`src/colmix_params.svh`:
```
/*
 * Colour mixer widths and counts: palette address, layers,
 * layer priority field and brightness level
 */
`ifndef COLMIX_PARAMS_SVH
`define COLMIX_PARAMS_SVH

// 2048 palette words
`define COLMIX_PAL_AW 11

// fix, scroll A, scroll B, objects
`define COLMIX_NUM_LAYERS 4

// per-layer priority, lower value is in front
`define COLMIX_PRI_W 6

// 16 brightness levels
`define COLMIX_LVL_W 4

`endif

```
`src/logic/colmix_pkg.sv`:
```
/*
 * Colour mixer types: layer pixels, CPU strobes, output colour,
 * pixel phase, mixer register select and the priority set
 */
`include "colmix_params.svh"

package colmix_pkg;

    // one pixel from every layer, fix in the top bits
    typedef struct packed {
        logic [7:0]  fix;
        logic [11:0] lyra;
        logic [11:0] lyrb;
        logic [11:0] obj;
        logic        obj_shd;
    } layer_pxl_t;

    // single-cycle CPU strobes, dsn is active low
    typedef struct packed {
        logic        pal_cs;
        logic        mix_cs;
        logic        we;
        logic [1:0]  dsn;
        logic [11:0] addr;
        logic [15:0] dout;
    } cpu_bus_t;

    // same order as the 5:5:5 palette word, blue on top
    typedef struct packed {
        logic [7:0] blue;
        logic [7:0] green;
        logic [7:0] red;
    } rgb_t;

    // the pixel strobe always falls in PH_RED_GREEN
    typedef enum logic {
        PH_RED_GREEN = 1'b0,
        PH_BLUE      = 1'b1
    } phase_t;

    // mixer register map, addresses 6 and 7 unused
    typedef enum logic [2:0] {
        REG_PRI_FIX = 3'd0,
        REG_PRI_A   = 3'd1,
        REG_PRI_B   = 3'd2,
        REG_PRI_OBJ = 3'd3,
        REG_BRIGHT  = 3'd4,
        REG_SHADOW  = 3'd5
    } mix_reg_t;

    typedef struct packed {
        logic [`COLMIX_PRI_W-1:0] fix;
        logic [`COLMIX_PRI_W-1:0] lyra;
        logic [`COLMIX_PRI_W-1:0] lyrb;
        logic [`COLMIX_PRI_W-1:0] obj;
    } pri_set_t;

endpackage

```
`src/logic/colmix_ctrl.sv`:
```
/*
 * CPU decode for palette and mixer registers, layer priorities,
 * brightness registers, pixel phase and level select
 */
`timescale 1ns/10ps
`include "colmix_params.svh"

module colmix_ctrl (
    input  logic                      clk,
    input  logic                      rst,
    input  logic                      pxl_cen,
    input  colmix_pkg::cpu_bus_t      cpu,
    input  logic                      shadow,
    output colmix_pkg::pri_set_t      pri,
    output logic [1:0]                pal_we,
    output colmix_pkg::phase_t        phase,
    output logic [`COLMIX_LVL_W-1:0]  level
);

    logic                     mix_we;
    colmix_pkg::mix_reg_t     reg_sel;
    logic [`COLMIX_LVL_W-1:0] bright_lvl;
    logic [`COLMIX_LVL_W-1:0] shadow_lvl;

    // byte lanes follow the active-low data strobes
    assign pal_we  = {2{cpu.pal_cs & cpu.we}} & ~cpu.dsn;

    // mixer registers sit on the low byte only
    assign mix_we  = cpu.mix_cs & cpu.we & ~cpu.dsn[0];
    assign reg_sel = colmix_pkg::mix_reg_t'(cpu.addr[2:0]);

    always_ff @(posedge clk or posedge rst) begin
        if (rst) begin
            // all ones puts every layer at the back
            pri        <= '1;
            bright_lvl <= `COLMIX_LVL_W'(15);
            shadow_lvl <= `COLMIX_LVL_W'(7);
        end else if (mix_we) begin
            case (reg_sel)
                colmix_pkg::REG_PRI_FIX: pri.fix  <= cpu.dout[`COLMIX_PRI_W-1:0];
                colmix_pkg::REG_PRI_A:   pri.lyra <= cpu.dout[`COLMIX_PRI_W-1:0];
                colmix_pkg::REG_PRI_B:   pri.lyrb <= cpu.dout[`COLMIX_PRI_W-1:0];
                colmix_pkg::REG_PRI_OBJ: pri.obj  <= cpu.dout[`COLMIX_PRI_W-1:0];
                colmix_pkg::REG_BRIGHT:  bright_lvl <= cpu.dout[`COLMIX_LVL_W-1:0];
                colmix_pkg::REG_SHADOW:  shadow_lvl <= cpu.dout[`COLMIX_LVL_W-1:0];
                default: ;
            endcase
        end
    end

    // two clocks per pixel, realigned on every strobe
    always_ff @(posedge clk or posedge rst) begin
        if (rst) begin
            phase <= colmix_pkg::PH_RED_GREEN;
        end else if (pxl_cen) begin
            phase <= colmix_pkg::PH_BLUE;
        end else if (phase == colmix_pkg::PH_BLUE) begin
            phase <= colmix_pkg::PH_RED_GREEN;
        end else begin
            phase <= colmix_pkg::PH_BLUE;
        end
    end

    // shadowed objects darken to the shadow level
    assign level = shadow ? shadow_lvl : bright_lvl;

endmodule

```
`config.mk`:
```
export PLATFORM = sky130hd
export DESIGN_NAME = colmix_ctrl
export DESIGN_NICKNAME = d
export VERILOG_FILES = /design/src/logic/colmix_pkg.sv /design/src/logic/colmix_ctrl.sv
export VERILOG_INCLUDE_DIRS = /design/src
export SDC_FILE = /design/constraint.sdc
export NUM_CORES = 1
export LEC_CHECK = 0
export BUFFER_PORTS_ARGS = -buffer_cell sky130_fd_sc_hd__buf_2
export CORE_ASPECT_RATIO = 1.4
export CORE_MARGIN = 2
export CORE_UTILIZATION = 40
export DETAILED_ROUTE_END_ITERATION = 16
export GPL_ROUTABILITY_DRIVEN = 0
export GPL_TIMING_DRIVEN = 0
export MAX_ROUTING_LAYER = met4
export PLACE_DENSITY = 0.75
export SLEW_MARGIN = 30
export SYNTH_ARGS = -nofsm -noshare
export SYNTH_HDL_FRONTEND = slang
export SYNTH_SLANG_ARGS = --single-unit
export TNS_END_PERCENT = 50
```
`constraint.sdc`:
```
create_clock -name clk -period 1.28 [get_ports clk]
set_clock_uncertainty 0.15 [all_clocks]
set_input_delay 0.064 -clock clk [delete_from_list [all_inputs] [get_ports clk]]
set_output_delay 0.064 -clock clk [all_outputs]
set_load 0.01 [all_outputs]
```
==> metrics.txt <==
status=finished, final reports clean; # diodes=0; Finish-stage setup viols=0; WHS Endpoint=pri[0]$_DFFE_PP1P_; pwr dens=1610 mW/mm^2; Seq/Total Area, Yosys=60.3%; Worst-Margin Slew=approximately 0.63 ns; register area=865 sq um; global-route wire length before repair=4820 um; worst path cell trace=mux2_4 > buf_6; reg2reg setup slack=0.32 ns; initial antenna violation count=0; layout net count=186; total clock buffers created by CTS=5; die area=0.00409 sq mm; Reg2Reg Depth=2; H-tree Lvls=2; most frequent cells in the layout=44 x buf_2, 31 x dfstp_2, 28 x mux2_2; Min Hold Slack=0.0542 ns; CTS Buffer Depth=2; Worst EP arrival=1.05 ns; commonest non-fill, non-tap cell in the layout=buf_2; Max FO, Critical Path=2; pre-CTS WS=-0.147 ns; vias in the first global route=around 1.0k; Skew-Pair Late Insertion Delay=between 0.2 and 0.3 ns; Worst R2R Start=bright_lvl[3]$_DFFE_PP1P_; routed len/inst=15.9 um; HP Class=in2reg; CP max-delay cell=dfstp_2; GRT Total Usage=18.2%; DR vias=954; DR vias/cell=5.02; post-synthesis cell area=between 0.001 and 0.0015 sq mm; Slew Limit Fails=0; Ports=68; hold path start=cpu[31]; Mapped Avg Cell Area=16.9 sq um; Pre-antenna DRT Iters=4; DRT iter0 DRCs=14; Achievable Freq=789 MHz; Startpoint Class=flop; Max Cap Viol=0; endpoints failing hold=0; WP data required=1.07 ns; fillers=290; delay of the slowest critical-path stage=0.54 ns; worst setup margin=0.0119 ns; WP buf/inv=1; Die Ht=74.8 um; Area growth syn-to-layout=37.3%; Yosys reg bits=33; Rel. slew slack=between 50% and 60%; Max VDD drop=1.13 mV; area of the multi-input gates=558 sq um; hpwl dp=2240 um; CTS sink count=33; P_leak=roughly 0.9 nW; share of cells above drive strength 1=88.0%; largest net degree at the start of global routing=34; Residual DRC=0; fin crit share=99.1%; Root Driver=clkbuf_8; crit path kind=reg2out; grt total ovfl=0; Synth warnings=0; CP Capture Type=output port; Power Total=~3.2 mW; FF-to-FF End=bright_lvl[3]$_DFFE_PP1P_; Starting Density=42.1%; Final Critical Period=1.27 ns; I/O Buffers=between 40 and 50; Final ANT Viol Nets=0; Hold Path Cell Cnt=3; delay-heaviest family, CP=flip-flops; die span in x=54.6 um; Mapped Cells=85; number of library cell types mapped by synthesis=19; CTS tree=built; Clk pin slew, worst setup/hold paths=0.06 ns; Final Core Density=57.7%; Final Routed Wirelength=3020 um; RSZ-0062 raised after global routing=true; Synthesized Nets=122; row count=25; Core ar.=0.00341 sq mm
==> stage by stage <==
step           TNS [ns]  cell area [sq um]  instances
2_1_floorplan         0               1430         85
3_3_place_gp     -0.724               1720        173
3_5_place_dp      -1.46               1720        173
4_1_cts        -0.00315               1960        189
5_1_grt         -0.0435               1970        190
6_report              0               1970        190
==> worst max path at each step <==
stage / slack (ns) / cells past startpoint / from / end
2_1_floorplan: 0.11 / 3 / cpu[28] / shadow_lvl[3]$_DFFE_PP0P_
3_3_place_gp: -0.09 / 4 / cpu[28] / shadow_lvl[3]$_DFFE_PP0P_
3_5_place_dp: -0.15 / 5 / cpu[28] / pri[12]$_DFFE_PP1P_
4_1_cts: -0.003 / 2 / bright_lvl[3]$_DFFE_PP1P_ / level[3]
5_1_grt: -0.01 / 2 / shadow_lvl[2]$_DFFE_PP1P_ / level[2]
6_report: 0.01 / 2 / shadow_lvl[1]$_DFFE_PP1P_ / level[1]
==> sequential cells by signal, indices dropped and copies added, names as in the netlist <==
signal and flops:
bright_lvl 4, shadow_lvl 4, phase 1, pri 24
==> repair_timing <==
item | in CTS | in global routing
hold buffers | 8 | 0
buffers inserted | 0 | 1
endpoints found under the setup margin | 4 | 4
resized for setup | 7 | 1
endpoints found under the hold margin | 35 | 0
==> cells by family after synthesis <==
kind of cell / after synthesis / synth area share (%)
mux: 36 / 29.3
flops: 33 / 60.3
buf+inv: 3 / 1.83
simple gates: 13 / 8.55
==> routing by layer <==
layer	routed length (um)	part of all wire (%)	up-vias	global-route usage (%)
li1	-	-	431	-
met1	1020	34	481	18.7
met2	1690	56	32	27.8
met3	181	6.0	10	6.55
met4	127	4.2	0	13.1
met5	0	0	-	-
==> cell usage after synthesis <==
library cell  count  area share (%)
and3_1            1            0.44
and3b_1           1            0.61
and4_1            1            0.61
and4b_1           1            0.70
and4bb_2          1            0.87
buf_6             2             1.6
dfrtp_1           2             3.5
dfstp_2          31              57
inv_1             1            0.26
mux2_2           32              25
mux2_4            4             4.2
nand2_1           1            0.26
nand2_2           1            0.44
nand2b_1          1            0.44
nand3_4           1             1.2
nand3b_2          1            0.79
nor2_1            1            0.26
nor2b_2           1            0.61
nor3b_4           1             1.3
==> power by group <==
part | internal [mW] | switching [mW] | total [mW]
clock network | 0.634 | 0.367 | 1.00
registers | 1.38 | 0.0997 | 1.48
logic | 0.399 | 0.294 | 0.693
total | 2.41 | 0.761 | 3.17
==> tightest hold or removal path, cell delays in order <==
cell and delay [ns]:
buf_2 0.13, nand3_4 0.11, mux2_2 0.16
==> final cells by class <==
cell class,count,area share (%)
inverters,1,0.191
flip-flops and latches,33,43.9
multi-input cells,49,28.4
clock inverters,1,1.53
well taps,40,2.54
repair buffers,57,17.9
plain buffers,2,1.14
clock buffers,7,4.39
Note: power is estimated with default switching activity, not from simulation.
