<file path="src/colmix_params.svh">
/*
 * Colour mixer widths and counts: palette address, layers,
 * layer priority field and brightness level
 */
`ifndef COLMIX_PARAMS_SVH
`define COLMIX_PARAMS_SVH

// 2048 palette words
`define COLMIX_PAL_AW 11

// fix, scroll A, scroll B, objects
`define COLMIX_NUM_LAYERS 4

// per-layer priority, lower value is in front
`define COLMIX_PRI_W 6

// 16 brightness levels
`define COLMIX_LVL_W 4

`endif

</file>
<file path="src/logic/colmix_pkg.sv">
/*
 * Colour mixer types: layer pixels, CPU strobes, output colour,
 * pixel phase, mixer register select and the priority set
 */
`include "colmix_params.svh"

package colmix_pkg;

    // one pixel from every layer, fix in the top bits
    typedef struct packed {
        logic [7:0]  fix;
        logic [11:0] lyra;
        logic [11:0] lyrb;
        logic [11:0] obj;
        logic        obj_shd;
    } layer_pxl_t;

    // single-cycle CPU strobes, dsn is active low
    typedef struct packed {
        logic        pal_cs;
        logic        mix_cs;
        logic        we;
        logic [1:0]  dsn;
        logic [11:0] addr;
        logic [15:0] dout;
    } cpu_bus_t;

    // same order as the 5:5:5 palette word, blue on top
    typedef struct packed {
        logic [7:0] blue;
        logic [7:0] green;
        logic [7:0] red;
    } rgb_t;

    // the pixel strobe always falls in PH_RED_GREEN
    typedef enum logic {
        PH_RED_GREEN = 1'b0,
        PH_BLUE      = 1'b1
    } phase_t;

    // mixer register map, addresses 6 and 7 unused
    typedef enum logic [2:0] {
        REG_PRI_FIX = 3'd0,
        REG_PRI_A   = 3'd1,
        REG_PRI_B   = 3'd2,
        REG_PRI_OBJ = 3'd3,
        REG_BRIGHT  = 3'd4,
        REG_SHADOW  = 3'd5
    } mix_reg_t;

    typedef struct packed {
        logic [`COLMIX_PRI_W-1:0] fix;
        logic [`COLMIX_PRI_W-1:0] lyra;
        logic [`COLMIX_PRI_W-1:0] lyrb;
        logic [`COLMIX_PRI_W-1:0] obj;
    } pri_set_t;

endpackage

</file>
<file path="src/logic/prio_mixer.sv">
/*
 * Layer priority mixer: transparency test, front layer search,
 * palette address and object shadow flag
 */
`timescale 1ns/10ps
`include "colmix_params.svh"

module prio_mixer (
    input  logic                      clk,
    input  logic                      rst,
    input  logic                      pxl_cen,
    input  colmix_pkg::layer_pxl_t    pxl,
    input  colmix_pkg::pri_set_t      pri,
    output logic [`COLMIX_PAL_AW-1:0] pal_addr,
    output logic                      shadow
);

    localparam int IW = $clog2(`COLMIX_NUM_LAYERS);
    localparam int CW = `COLMIX_PAL_AW - IW;
    localparam logic [IW-1:0] OBJ_IDX = IW'(`COLMIX_NUM_LAYERS - 1);

    logic [CW-1:0]              col  [`COLMIX_NUM_LAYERS];
    logic [`COLMIX_PRI_W-1:0]   prio [`COLMIX_NUM_LAYERS];
    logic                       win_found;
    logic [IW-1:0]              win_idx;
    logic [`COLMIX_PRI_W-1:0]   win_pri;

    // layer index order is fix, A, B, obj
    always_comb begin
        col[0]  = CW'(pxl.fix);
        col[1]  = pxl.lyra[CW-1:0];
        col[2]  = pxl.lyrb[CW-1:0];
        col[3]  = pxl.obj[CW-1:0];
        prio[0] = pri.fix;
        prio[1] = pri.lyra;
        prio[2] = pri.lyrb;
        prio[3] = pri.obj;
    end

    // strict compare keeps ties on the lower index
    always_comb begin
        win_found = 1'b0;
        win_idx   = '0;
        win_pri   = '1;
        for (int i = 0; i < `COLMIX_NUM_LAYERS; i++) begin
            // pen 0 of each palette is see-through
            if (|col[i][3:0] && (!win_found || prio[i] < win_pri)) begin
                win_found = 1'b1;
                win_idx   = IW'(i);
                win_pri   = prio[i];
            end
        end
    end

    always_ff @(posedge clk or posedge rst) begin
        if (rst) begin
            pal_addr <= '0;
            shadow   <= 1'b0;
        end else if (pxl_cen) begin
            // nothing opaque falls back to entry 0
            pal_addr <= win_found ? {win_idx, col[win_idx]} : '0;
            shadow   <= win_found && win_idx == OBJ_IDX && pxl.obj_shd;
        end
    end

endmodule

</file>
<file path="config.mk">
export PLATFORM = sky130hd
export DESIGN_NAME = prio_mixer
export DESIGN_NICKNAME = d
export VERILOG_FILES = /design/src/logic/colmix_pkg.sv /design/src/logic/prio_mixer.sv
export VERILOG_INCLUDE_DIRS = /design/src
export SDC_FILE = /design/constraint.sdc
export NUM_CORES = 1
export LEC_CHECK = 0
export BUFFER_PORTS_ARGS = -buffer_cell sky130_fd_sc_hd__buf_2
export CORE_UTILIZATION = 49
export CTS_BUF_LIST = sky130_fd_sc_hd__clkbuf_4 sky130_fd_sc_hd__clkbuf_8
export DETAILED_ROUTE_END_ITERATION = 16
export GPL_TIMING_DRIVEN = 0
export PLACE_DENSITY = 0.93
export SETUP_SLACK_MARGIN = 0.2
export SLEW_MARGIN = 20
export SYNTH_ARGS = -nofsm -noshare
export SYNTH_HDL_FRONTEND = slang
export SYNTH_SLANG_ARGS = --single-unit
</file>
<file path="constraint.sdc">
create_clock -name clk -period 1.3 [get_ports clk]
set_input_delay 0.325 -clock clk [delete_from_list [all_inputs] [get_ports clk]]
set_output_delay 0.325 -clock clk [all_outputs]
set_load 0.01 [all_outputs]
</file>
==> summary.md <==
| Metric | Value |
|---|---|
| Synthesized area | 1430 um^2 |
| Finished Core Util | 0.930 |
| Critical path class | in2reg |
| Seq cells post-synth | 12 |
| Synth Warn # | 0 |
| Comb pwr share | 0.721 |
| Peak supply drop | 1.62 mV |
| Clock Power Share | 0.100 |
| Internal | 1.85 mW |
| PD cells | approximately 1300 nW/um^2 |
| CTS clock-pin slew for the worst setup and hold paths | 100 ps |
| Status | finished, violations left |
| M2 GR Usage | 0.644 |
| Data required time of the worst path | 1450 ps |
| Max Cap Viol | 0 |
| Nets@finish | approximately 360 |
| Routability Congestion | 0.819 |
| Site Rows | 19 |
| Hold slack | 20.7 ps |
| Final non-filler cell area | 2560 um^2 |
| Hold/Removal Path Class | in2async |
| CTS Root Cell | clkbuf_4 |
| Synthesis-to-finish area growth | 79.8% |
| Lkg Pwr | ~1.2 nW |
| Worst setup EP type | register |
| Final Setup Violations | 12 |
| Arrival time at the worst endpoint | 5570 ps |
| Failing checks | negative setup slack |
| IO Port Bufs | 73 |
| Min Clock Period, post-route | ~5400 ps |
| Congestion Overflow GR | 0 |
| I/O pin total | 84 |
| RSZ-0062 raised after global routing | yes |
| Slew Limit Headroom | 0.358 |
| Total wire length | 8.05 mm |
| Num CTS Buffers | 3 |
| DR vias | ~2200 |
| Worst skew pair latency | 300 ps |
| PnR worst setup slack | -4120 ps |
| Vias in the first global route | 1864 |
| Initial antenna violation count | 0 |
| # H-tree levels | 1 |
| Area of the core | 2760 um^2 |
| M1 GR Usage | 0.476 |
| Fin crit share | 4.17 |
| Max FO, Critical Path | 5 |
| Longest Clk Path Bufs | 2 |
| Sink Count | 12 |
| Worst slew pin tran | between 900 and 1000 ps |
| First-pass GRT wire length | 9.16 mm |
| Post-synth net total | ~250 |
| Wire per inst | 26.5 um |
| Die width | between 50 and 60 um |
| Final Hold Vio Count | 0 |
| Cts hold-fix bufs | 0 |
| Main flop type after synthesis | dfrtp_1 |
| Drt pass-1 iters | 6 |
| Ant. Diodes | 0 |
| Post-Syn Instances | ~170 |
| Distinct cells, synth | 51 |
| Most used routing layer | met2 |
| Largest net degree at the start of global routing | 13 |
| Register area share after synthesis | 0.211 |
| Final slew viol count | 0 |
| Crit path launch type | primary input |
| Vias per cell | 7.25 |
| Net Sw Frac | 0.445 |
| Initial Utilization | 0.517 |
| Post-synth ARST share | 1.00 |
| Seq pwr share | 0.179 |
| Syn avg cell area | 8.59 um^2 |
| Fmax | 184 MHz |
| Fraction of layout cells with a size suffix above 1 | 0.663 |
| GR Util met3 | 0.0581 |
| Dpl cell area | 1940 um^2 |
| Die Ht | 56.0 um |
| CTS tree | done |
| Die Area | about 3100 um^2 |
| Detail Route Antenna Nets | 0 |
| DRC violations left | 0 |
| Iteration-0 DRC count of the detailed router | 197 |
| Post-DP HPWL | 3.28 mm |
| Layout Skew | 0 ps |
| Number of synthesized flops with an enable pin | 0 |
| Gr usage total | 0.382 |
| Switch Pwr | 1.48 mW |
## layer usage
layer | up-vias | share of wire
met5 | - | 0
li1 | 860 | -
met2 | 230 | 0.46
met3 | 98 | 0.095
met4 | 0 | 0.097
met1 | 1015 | 0.35
## Yosys cell counts, types with 4 or more instances
cell type | instances | area [um^2]
nor2_1 | 14 | 52.6
ha_1 | 13 | 163
dfrtp_1 | 12 | 300
inv_1 | 11 | 41.3
mux2i_1 | 10 | 100
nand2_1 | 10 | 37.5
a21oi_1 | 9 | 45.0
mux2_2 | 8 | 90.1
o21ai_1 | 6 | 30.0
nand3_1 | 5 | 25.0
o21ai_0 | 5 | 25.0
a22oi_1 | 4 | 30.0
o21a_1 | 4 | 30.0
o221ai_1 | 4 | 35.0
## cell type report
| type | instances | area [um^2] |
|---|---|---|
| fillers | 103 | 193 |
| well taps | 31 | 38.8 |
| plain buffers | 6 | 61.3 |
| multi-input cells | 136 | 1450 |
| repair buffers | 103 | 632 |
| flip-flops and latches | 12 | 300 |
| clock buffers | 4 | 36.3 |
| inverters | 12 | 45.0 |
## cell families after synthesis
logic type / after synthesis / share of synthesized area
buffers and inverters: 18 / 0.0579
and+or+nand+nor: 48 / 0.177
muxes: 18 / 0.133
AOI/OAI and AO/OA: 57 / 0.307
adders and majority gates: 13 / 0.114
DFF: 12 / 0.211
## power by group through the flow
stage	clock, mW	combinational, mW	sequential, mW
2_1_floorplan	0	0.929	0.634
3_3_place_gp	0	1.37	0.564
3_5_place_dp	0	1.41	0.577
4_1_cts	0.306	1.82	0.565
5_1_grt	0.344	2.47	0.602
6_report	0.333	2.40	0.596
## worst max-delay path: stages
cell	delay, ps
buf_8	100
nor4_4	350
nor2_2	140
ha_1	350
and2_4	170
a311o_1	350
o22ai_4	210
buf_8	190
mux2i_4	300
ha_4	260
a41oi_2	200
o21ai_2	90
a21o_1	190
a21bo_4	220
buf_6	150
nand2_2	70
o21a_1	140
ha_4	280
and3_1	160
nand4_1	150
o31ai_4	340
o31ai_4	160
and2_4	210
a22oi_1	270
o21ai_1	170
## through the flow
stage	power [mW]	TNS [ps]	std cells	setup slack [ps]
after global placement	1.94	-55020	270	-4650
final	3.33	-48090	304	-4120
after CTS	2.69	-44660	293	-3760
after floorplan	1.56	-46170	166	-3920
after detailed placement	1.99	-55920	270	-4730
after global routing	3.42	-49850	304	-4220
## cells in the final DEF, fill, tap and decap left out, types with 2 or more instances in the layout
master | synthesis | routed
buf_8 | 0 | 3
a21oi_1 | 9 | 2
o31ai_4 | 1 | 2
buf_4 | 1 | 25
a41oi_2 | 0 | 2
mux2i_1 | 10 | 9
nor2_1 | 14 | 6
nor2_4 | 0 | 6
buf_6 | 1 | 9
or4_1 | 3 | 3
o221ai_2 | 0 | 4
o21ai_0 | 5 | 2
dfrtp_1 | 12 | 12
or3_1 | 3 | 3
a21oi_2 | 0 | 6
inv_1 | 11 | 11
nand2b_4 | 1 | 2
nand2_1 | 10 | 8
ha_1 | 13 | 5
o21a_1 | 4 | 3
buf_2 | 3 | 71
and2_4 | 0 | 2
ha_4 | 0 | 7
a22oi_1 | 4 | 3
nor2_2 | 0 | 2
mux2_2 | 8 | 8
o21ai_2 | 0 | 7
clkbuf_4 | 0 | 3
nand3_1 | 5 | 5
o211a_1 | 2 | 2
o21ai_1 | 6 | 2
## timing repair
action	CTS	global route
cloned	3	0
pin swaps	26	22
gates resized for setup	44	28
setup endpoints to repair	24	24
buffers inserted	16	11
## sequential cells by signal, indices dropped and copies added, names as in the netlist
register / count
pal_addr: 11
shadow: 1
## path summary, 6_finish.rpt
| path | from | end | slack (ps) | cells after the start |
|---|---|---|---|---|
| max | pxl[38] | pal_addr[6] | -4120 | 25 |
| min in group clk | pxl[5] | pal_addr[4] | 290 | 3 |
| min | rst | pal_addr[9] | 20 | 2 |
| min reg2reg | shadow | shadow | 530 | 2 |
| max in group asynchronous | rst | pal_addr[4] | 940 | 2 |
| max reg2reg | pal_addr[5] | pal_addr[5] | 260 | 3 |
(Power assumes the default switching activity.)
