===== src/colmix_params.svh =====
/*
 * Colour mixer widths and counts: palette address, layers,
 * layer priority field and brightness level
 */
`ifndef COLMIX_PARAMS_SVH
`define COLMIX_PARAMS_SVH

// 2048 palette words
`define COLMIX_PAL_AW 11

// fix, scroll A, scroll B, objects
`define COLMIX_NUM_LAYERS 4

// per-layer priority, lower value is in front
`define COLMIX_PRI_W 6

// 16 brightness levels
`define COLMIX_LVL_W 4

`endif


===== src/logic/colmix_pkg.sv =====
/*
 * Colour mixer types: layer pixels, CPU strobes, output colour,
 * pixel phase, mixer register select and the priority set
 */
`include "colmix_params.svh"

package colmix_pkg;

    // one pixel from every layer, fix in the top bits
    typedef struct packed {
        logic [7:0]  fix;
        logic [11:0] lyra;
        logic [11:0] lyrb;
        logic [11:0] obj;
        logic        obj_shd;
    } layer_pxl_t;

    // single-cycle CPU strobes, dsn is active low
    typedef struct packed {
        logic        pal_cs;
        logic        mix_cs;
        logic        we;
        logic [1:0]  dsn;
        logic [11:0] addr;
        logic [15:0] dout;
    } cpu_bus_t;

    // same order as the 5:5:5 palette word, blue on top
    typedef struct packed {
        logic [7:0] blue;
        logic [7:0] green;
        logic [7:0] red;
    } rgb_t;

    // the pixel strobe always falls in PH_RED_GREEN
    typedef enum logic {
        PH_RED_GREEN = 1'b0,
        PH_BLUE      = 1'b1
    } phase_t;

    // mixer register map, addresses 6 and 7 unused
    typedef enum logic [2:0] {
        REG_PRI_FIX = 3'd0,
        REG_PRI_A   = 3'd1,
        REG_PRI_B   = 3'd2,
        REG_PRI_OBJ = 3'd3,
        REG_BRIGHT  = 3'd4,
        REG_SHADOW  = 3'd5
    } mix_reg_t;

    typedef struct packed {
        logic [`COLMIX_PRI_W-1:0] fix;
        logic [`COLMIX_PRI_W-1:0] lyra;
        logic [`COLMIX_PRI_W-1:0] lyrb;
        logic [`COLMIX_PRI_W-1:0] obj;
    } pri_set_t;

endpackage


===== src/logic/bright_lut.sv =====
/*
 * Brightness stage: 5 to 8 bit expansion, level scaling on two
 * time-shared ports, RGB output register and blanking
 */
`timescale 1ns/10ps
`include "colmix_params.svh"

module bright_lut (
    input  logic                      clk,
    input  logic                      rst,
    input  logic                      pxl_cen,
    input  colmix_pkg::phase_t        phase,
    input  logic [`COLMIX_LVL_W-1:0]  level,
    input  logic [15:0]               pal_data,
    input  logic                      lhbl,
    input  logic                      lvbl,
    output colmix_pkg::rgb_t          rgb
);

    logic [4:0]               pal_dmux;
    logic [`COLMIX_LVL_W-1:0] lvl_q;
    logic [7:0]               port1;
    logic [7:0]               port2;
    logic [7:0]               red8;
    logic [7:0]               grn8;
    colmix_pkg::rgb_t         rgb_q;

    // widen, then scale by (level+1)/16
    function automatic logic [7:0] scale(
        input logic [4:0]               c,
        input logic [`COLMIX_LVL_W-1:0] lvl
    );
        logic [7:0]  c8;
        logic [11:0] prod;
        c8   = {c, c[4:2]};
        prod = c8 * ({1'b0, lvl} + 5'd1);
        return prod[11:4];
    endfunction

    // port one is red only, port two takes the mux register
    assign port1 = scale(pal_data[4:0], lvl_q);
    assign port2 = scale(pal_dmux, lvl_q);

    always_ff @(posedge clk) begin
        // level of the pixel whose colour is now in the RAM output
        if (pxl_cen) begin
            lvl_q <= level;
        end
        // green loaded in PH_RED_GREEN, blue in PH_BLUE
        if (phase == colmix_pkg::PH_RED_GREEN) begin
            pal_dmux <= pal_data[9:5];
        end else begin
            pal_dmux <= pal_data[14:10];
        end
        if (phase == colmix_pkg::PH_BLUE) begin
            red8 <= port1;
            grn8 <= port2;
        end
    end

    // blue is still on port two at the strobe
    always_ff @(posedge clk or posedge rst) begin
        if (rst) begin
            rgb_q <= '0;
        end else if (pxl_cen) begin
            rgb_q.red   <= red8;
            rgb_q.green <= grn8;
            rgb_q.blue  <= port2;
        end
    end

    assign rgb = (lhbl && lvbl) ? rgb_q : '0;

endmodule


===== config.mk =====
export PLATFORM = sky130hd
export DESIGN_NAME = bright_lut
export DESIGN_NICKNAME = d
export VERILOG_FILES = /design/src/logic/colmix_pkg.sv /design/src/logic/bright_lut.sv
export VERILOG_INCLUDE_DIRS = /design/src
export SDC_FILE = /design/constraint.sdc
export NUM_CORES = 1
export LEC_CHECK = 0
export ABC_AREA = 0
export BUFFER_PORTS_ARGS = -buffer_cell sky130_fd_sc_hd__clkbuf_2
export CORE_AREA = 3 3 94 96
export DETAILED_ROUTE_END_ITERATION = 16
export DIE_AREA = 0 0 97 99
export PLACE_DENSITY = 0.71
export SYNTH_ARGS = -nofsm -noshare
export SYNTH_HDL_FRONTEND = slang
export SYNTH_SLANG_ARGS = --single-unit

===== constraint.sdc =====
create_clock -name clk -period 4.25 [get_ports clk]
set_input_delay 0.425 -clock clk [delete_from_list [all_inputs] [get_ports clk]]
set_output_delay 0.425 -clock clk [all_outputs]
set_load 0.02 [all_outputs]

==> flow_metrics.tcl, run 1 <==
set metrics [dict create \
    avgSynthCellArea_um2 10.38 \
    async_flop_share_pct 48.98 \
    final_nets 564 \
    startpoint_type "register" \
    dp_hpwl_um 6300 \
    final_cell_mix "inv_1, clkbuf_2, buf_4" \
    die_w_um 97 \
    path_max_fanout 4 \
    firstDrtPassIters 4 \
    cts_tree "yes" \
    dieArea_mm2 0.009603 \
    ios 50 \
    wl_met1_um 3631 \
    power_density_mw_per_mm2 497.7 \
    vias 2946 \
    synthesis.nets 477 \
    hp-class "input pin to asynchronous set/reset pin" \
    synth_edf_count 20 \
    fmax_ghz 0.2359 \
    cp-end-kind "register" \
    skew_ns 0.004797 \
    cp.arrival_ns 4.31 \
    grt_max_degree 27 \
    rows 33 \
    slew_headroom_pct 40.84 \
    htree_levels 2 \
    seq_power_share_pct 31.7 \
    grt_util_all_layers_pct 17.03 \
    wl_um 8267 \
    synthToLayoutAreaGrowth_pct 25.62 \
    wl_met2_um 4171 \
    drc_errors 0 \
    cp_cell_sequence "ha_4, xor2_4, buf_4, and2_4, fa_1, fa_1, inv_1, fa_1, inv_1, ha_2, a21oi_2, nor2b_1, or4_1, o22a_1, xor2_1" \
    ys_ff_latch 49 \
    p_sw_uw 948.1 \
    ys_seq_area_share_pct 32.65 \
    cts.clk_slew.worst_paths_ns 0.10 \
    dominantRegCellSynth "dfrtp_1" \
    final_layout_size_suffix_gt1_share_pct 37.29 \
    clock_path_buffers 2 \
    p_int_uw 1544 \
    dpl_cell_area_mm2 0.004571 \
    final_common_cell "inv_1" \
    drv_cap 0 \
    start_util_pct 48.99 \
    clkPwrFrac_pct 12.2 \
    fin_crit_sh_pct 99.76 \
    status "completed" \
    max_stage_delay_ns 0.55 \
    topRoutingLayerUsed "met4" \
    wire_per_inst_um 14.33 \
    drtIter0Drc 121 \
    reg2reg_slack_ns 0.01 \
    p_comb_share_pct 56.1 \
    cts_sinks 49 \
    antenna_found_initial 0 \
    critPathSlowestCell "fa_1" \
    synth_top_area_share_pct 15.07 \
    yosysUniqueCellTypes 43 \
    synth_area_leader_cell "dfrtp_1" \
    routabilityCongestion 0.8989 \
    met3_wirelength_um 330 \
    num_antenna_cells 0 \
    rsz0062_at_grt "yes" \
    grt_pass1_vias 3002 \
    drv_slew 0 \
    hold_ws_ns 0.2682 \
    vias_per_cell 5.106 \
    synth.area.top_cells "dfrtp_1, edfxtp_1, fa_1" \
    setup_viol 0 \
    swShare_pct 38.05 \
    path_class "register to register" \
    yosys_warnings 0 \
    tightest_slew_ns 0.8864 \
    path_buf_inv 3 \
    synthesis.instances 384 \
    cpMostUsedCell "fa_1" \
    period_needed_ns 4.240 \
    port_buffers 48 \
    hold_viol 0 \
    grt_pass1_wl_um 13520 \
    cts_root_buffer "clkbuf_8" \
    ant_nets 0 \
    overflow 0 \
    crit_family "adder cells" \
    required_ns 4.32 \
    syn-cell-area_mm2 0.003985 \
    ir_drop_mv 0.2436 \
    coreArea_mm2 0.008134 \
    insertion_delay_ns 0.31 \
    final_cell_area_mm2 0.005006 \
    die_y_um 99 \
    p_leak_uw 0.002506 \
    cts_buffers 5 \
]
## power groups by stage
stage | Sequential [uW] | Combinational, uW | Clock, uW
2_1_floorplan | 769 | 789 | 0
3_3_place_gp | 793 | 1070 | 0
3_5_place_dp | 803 | 1120 | 0
4_1_cts | 792 | 1180 | 308
5_1_grt | 811 | 1560 | 329
6_report | 791 | 1400 | 303
## stage by stage
stage / total power, uW / util [%] / instances / setup slack, ns / setup TNS [ns]
floorplan: 1558 / - / 384 / 0.002713 / 0
global placement: 1868 / 56.19 / 559 / -0.1268 / -1.222
detailed placement: 1926 / 56.19 / 559 / -0.2194 / -2.523
CTS: 2283 / 58.88 / 573 / 0.0008136 / 0
global route: 2695 / 61.54 / 577 / -0.1555 / -1.133
finish: 2492 / 61.54 / 577 / 0.01035 / 0
## worst paths after layout
kind	from	endpoint	cells past startpoint
worst min-delay path	rst	rgb_q[8]	2
worst max register to register	lvl_q[0]	red8[7]	15
max in group asynchronous	rst	rgb_q[19]	2
min in group clk	level[2]	lvl_q[2]	1
worst min register to register	grn8[2]	rgb_q[10]	1
worst max-delay path	lvl_q[0]	red8[7]	15
## repair_timing
item / in CTS / in global routing
buffers inserted: 6 / 4
setup endpoints to repair: 18 / 18
pin swaps: 4 / 30
resized for setup: 14 / 40
hold buffers: 0 / 0
gates cloned: 0 / 0
## flip-flops by register name, indices dropped and copies added, names as in the netlist
signal / count
lvl_q: 4
grn8: 8
rgb_q: 24
pal_dmux: 5
red8: 8
## worst register-to-register path, stage by stage (launching register included)
cell and delay [ns]:
edfxtp_1 0.46, ha_4 0.22, xor2_4 0.16, buf_4 0.16, and2_4 0.16, fa_1 0.50, fa_1 0.54, inv_1 0.06
fa_1 0.55, inv_1 0.05, ha_2 0.19, a21oi_2 0.14, nor2b_1 0.06, or4_1 0.40, o22a_1 0.21, xor2_1 0.15
## per-layer routing
layer  vias up  track usage [%]
li1       1447                -
met1      1416            21.50
met2        65            30.20
met3        18            3.680
met4         0            3.564
met5         -                0
## cells by family (layout without fill, tap and decap cells)
| logic type | count (synthesis) | count (layout) | synth area share (%) |
|---|---|---|---|
| adder cells (fa/ha/maj) | 67 | 67 | 26.69 |
| buffers and inverters | 71 | 159 | 6.876 |
| multiplexers | 24 | 24 | 6.782 |
| flip-flops | 49 | 49 | 32.65 |
| XOR/XNOR | 16 | 16 | 3.862 |
| AND/OR/NAND/NOR | 122 | 122 | 17.14 |
| AO/OA/AOI/OAI | 35 | 35 | 5.997 |
## cell type report
cell class	count	area, um^2
Fill cell	680	3128
Multi-Input combinational cell	264	2691
Sequential cell	49	1301
Timing Repair Buffer	89	551.8
Inverter	62	232.7
Tap cell	105	131.4
Clock buffer	5	68.82
Clock inverter	3	28.78
## synthesized netlist by cell type, types with 2 or more instances
master and n:
a21oi_1 7, buf_1 2, clkbuf_1 6, dfxtp_1 5
o31ai_1 4, mux2_2 24, nand4_1 2, a21o_1 2
xnor2_1 9, dfrtp_1 24, or4_1 2, a21boi_0 3
nand2b_1 10, ha_1 37, xor2_1 6, edfxtp_1 20
and3_1 27, fa_1 30, o21a_1 4, a211oi_1 3
nor3_1 7, nand2_1 27, nor2_1 13, o21ai_0 4
nand3_1 4, inv_1 61, and2_2 5, a31oi_1 2
and2_1 20
(Power assumes the default switching activity.)
==> run 2, diff against run 1 <==
PLACE_DENSITY = not set   (was 0.71)
PLACE_DENSITY_LB_ADDON = 0.08   (was not set)
SKIP_CTS_REPAIR_TIMING = 1   (was not set)
==> flow_metrics.tcl, run 2 (synthesized netlist as in run 1, its figures left out) <==
set metrics [dict create \
    largest_reg_flops 24 \
    startpoint_type "register" \
    cts_sinks 49 \
    period_needed_ns 4.267 \
    start_util_pct 48.99 \
    hp-class "input pin to asynchronous set/reset pin" \
    p_sw_uw 904.6 \
    skew_ns 0.006175 \
    crit_family "adder cells" \
    p_comb_share_pct 56.6 \
    layout_setup_ws_ns -0.01735 \
    final_cell_mix "inv_1, clkbuf_2, buf_4" \
    final_nets 564 \
    htree_levels 2 \
    path_class "register to register" \
    cts_buffers 5 \
    tightest_slew_ns 0.8942 \
    hold_ws_ns 0.2888 \
    setup_viol 1 \
    port_buffers 48 \
    coreArea_mm2 0.008134 \
    path_buf_inv 2 \
    insertion_delay_ns 0.30 \
    cts.clk_slew.worst_paths_ns 0.09 \
    grt_max_degree 27 \
    antenna_found_initial 0 \
    p_leak_uw 0.002509 \
    overflow 0 \
    ant_nets 0 \
    ios 50 \
    clock_path_buffers 2 \
    wl_um 7742 \
    drv_cap 0 \
    drtIter0Drc 86 \
    final_layout_size_suffix_gt1_share_pct 38.77 \
    cp-end-kind "register" \
    fin_crit_sh_pct 100.4 \
    critPathSlowestCell "fa_2" \
    required_ns 4.44 \
    nFillCells 688 \
    top_regs "rgb_q (24), grn8 (8), red8 (8)" \
    violations "setup timing" \
    slew_headroom_pct 40.32 \
    rows 33 \
    cts_root_buffer "clkbuf_8" \
    cp_cell_sequence "ha_4, xor2_4, nand2_2, fa_2, fa_1, fa_1, inv_1, ha_4, buf_4, nand2_2, or3_4, a21o_1, and2_4, a221o_1" \
    pre_cts_slack_ns -0.1886 \
    dieArea_mm2 0.009603 \
    tns_ns -0.01735 \
    synthToLayoutAreaGrowth_pct 26.88 \
    grt_util_all_layers_pct 16.37 \
    seq_power_share_pct 32.2 \
    die_w_um 97 \
    regMostFlops "rgb_q" \
    ir_drop_mv 0.1994 \
    cts_tree "yes" \
    p_int_uw 1537 \
    grt_pass1_vias 2895 \
    max_stage_delay_ns 0.58 \
    vias_per_cell 4.993 \
    firstDrtPassIters 4 \
    drv_slew 0 \
    final_common_cell "inv_1" \
    swShare_pct 37.05 \
    hold_viol 0 \
    wire_per_inst_um 13.42 \
    final_core_util_pct 62.16 \
    power_density_mw_per_mm2 482.9 \
    final-seq-area_mm2 0.001301 \
    cp.arrival_ns 4.46 \
    status "complete, but fails checks" \
    rsz0062_at_grt "yes" \
    path_max_fanout 6 \
    grt_pass1_wl_um 13050 \
    vias 2881 \
    multiInputGateArea_mm2 0.002738 \
    routabilityCongestion 0.8418 \
    drc_errors 0 \
    num_antenna_cells 0 \
    fmax_ghz 0.2343 \
    clkPwrFrac_pct 11.2 \
    die_y_um 99 \
    dp_hpwl_um 5999 \
]
run 2: metal layers:
layer | routed length, um | up-vias | global-route usage, % | share of wire [%]
li1 | - | 1449 | - | -
met1 | 3744 | 1365 | 22.55 | 48
met2 | 3604 | 58 | 27.23 | 47
met3 | 294 | 9 | 2.972 | 3.8
met4 | 99 | 0 | 3.564 | 1.3
met5 | 0 | - | 0 | 0
run 2: stage by stage:
step	instances	total power [uW]	cell area, um^2
2_1_floorplan	384	1558	4010
3_3_place_gp	560	1887	4578
3_5_place_dp	560	1914	4578
4_1_cts	568	2199	4664
5_1_grt	577	2681	5056
6_report	577	2441	5056
run 2: layout make-up:
type / instances / area share, %
clock buffer: 6 / 1.435
clock inverter: 2 / 0.2722
inverter: 62 / 4.603
multi-input combinational: 264 / 54.15
sequential: 49 / 25.74
tap: 105 / 2.598
timing repair buffer: 89 / 11.21
run 2: worst paths after layout:
check,startpoint,endpoint,slack [ns],cells past startpoint
max reg2reg,lvl_q[0],rgb_q[22],-0.02,14
min reg2reg,red8[0],rgb_q[0],0.48,1
max in group asynchronous,rst,rgb_q[21],3.41,2
min in group clk,level[3],lvl_q[3],0.30,1
min,rst,rgb_q[23],0.29,2
max,lvl_q[0],rgb_q[22],-0.02,14
run 2: power groups by stage:
stage	clock (uW)	combinational, uW	sequential, uW
final	274	1380	786
after global routing	310	1560	813
after CTS	288	1120	787
after detailed placement	0	1120	798
after global placement	0	1090	795
after floorplan	0	789	769
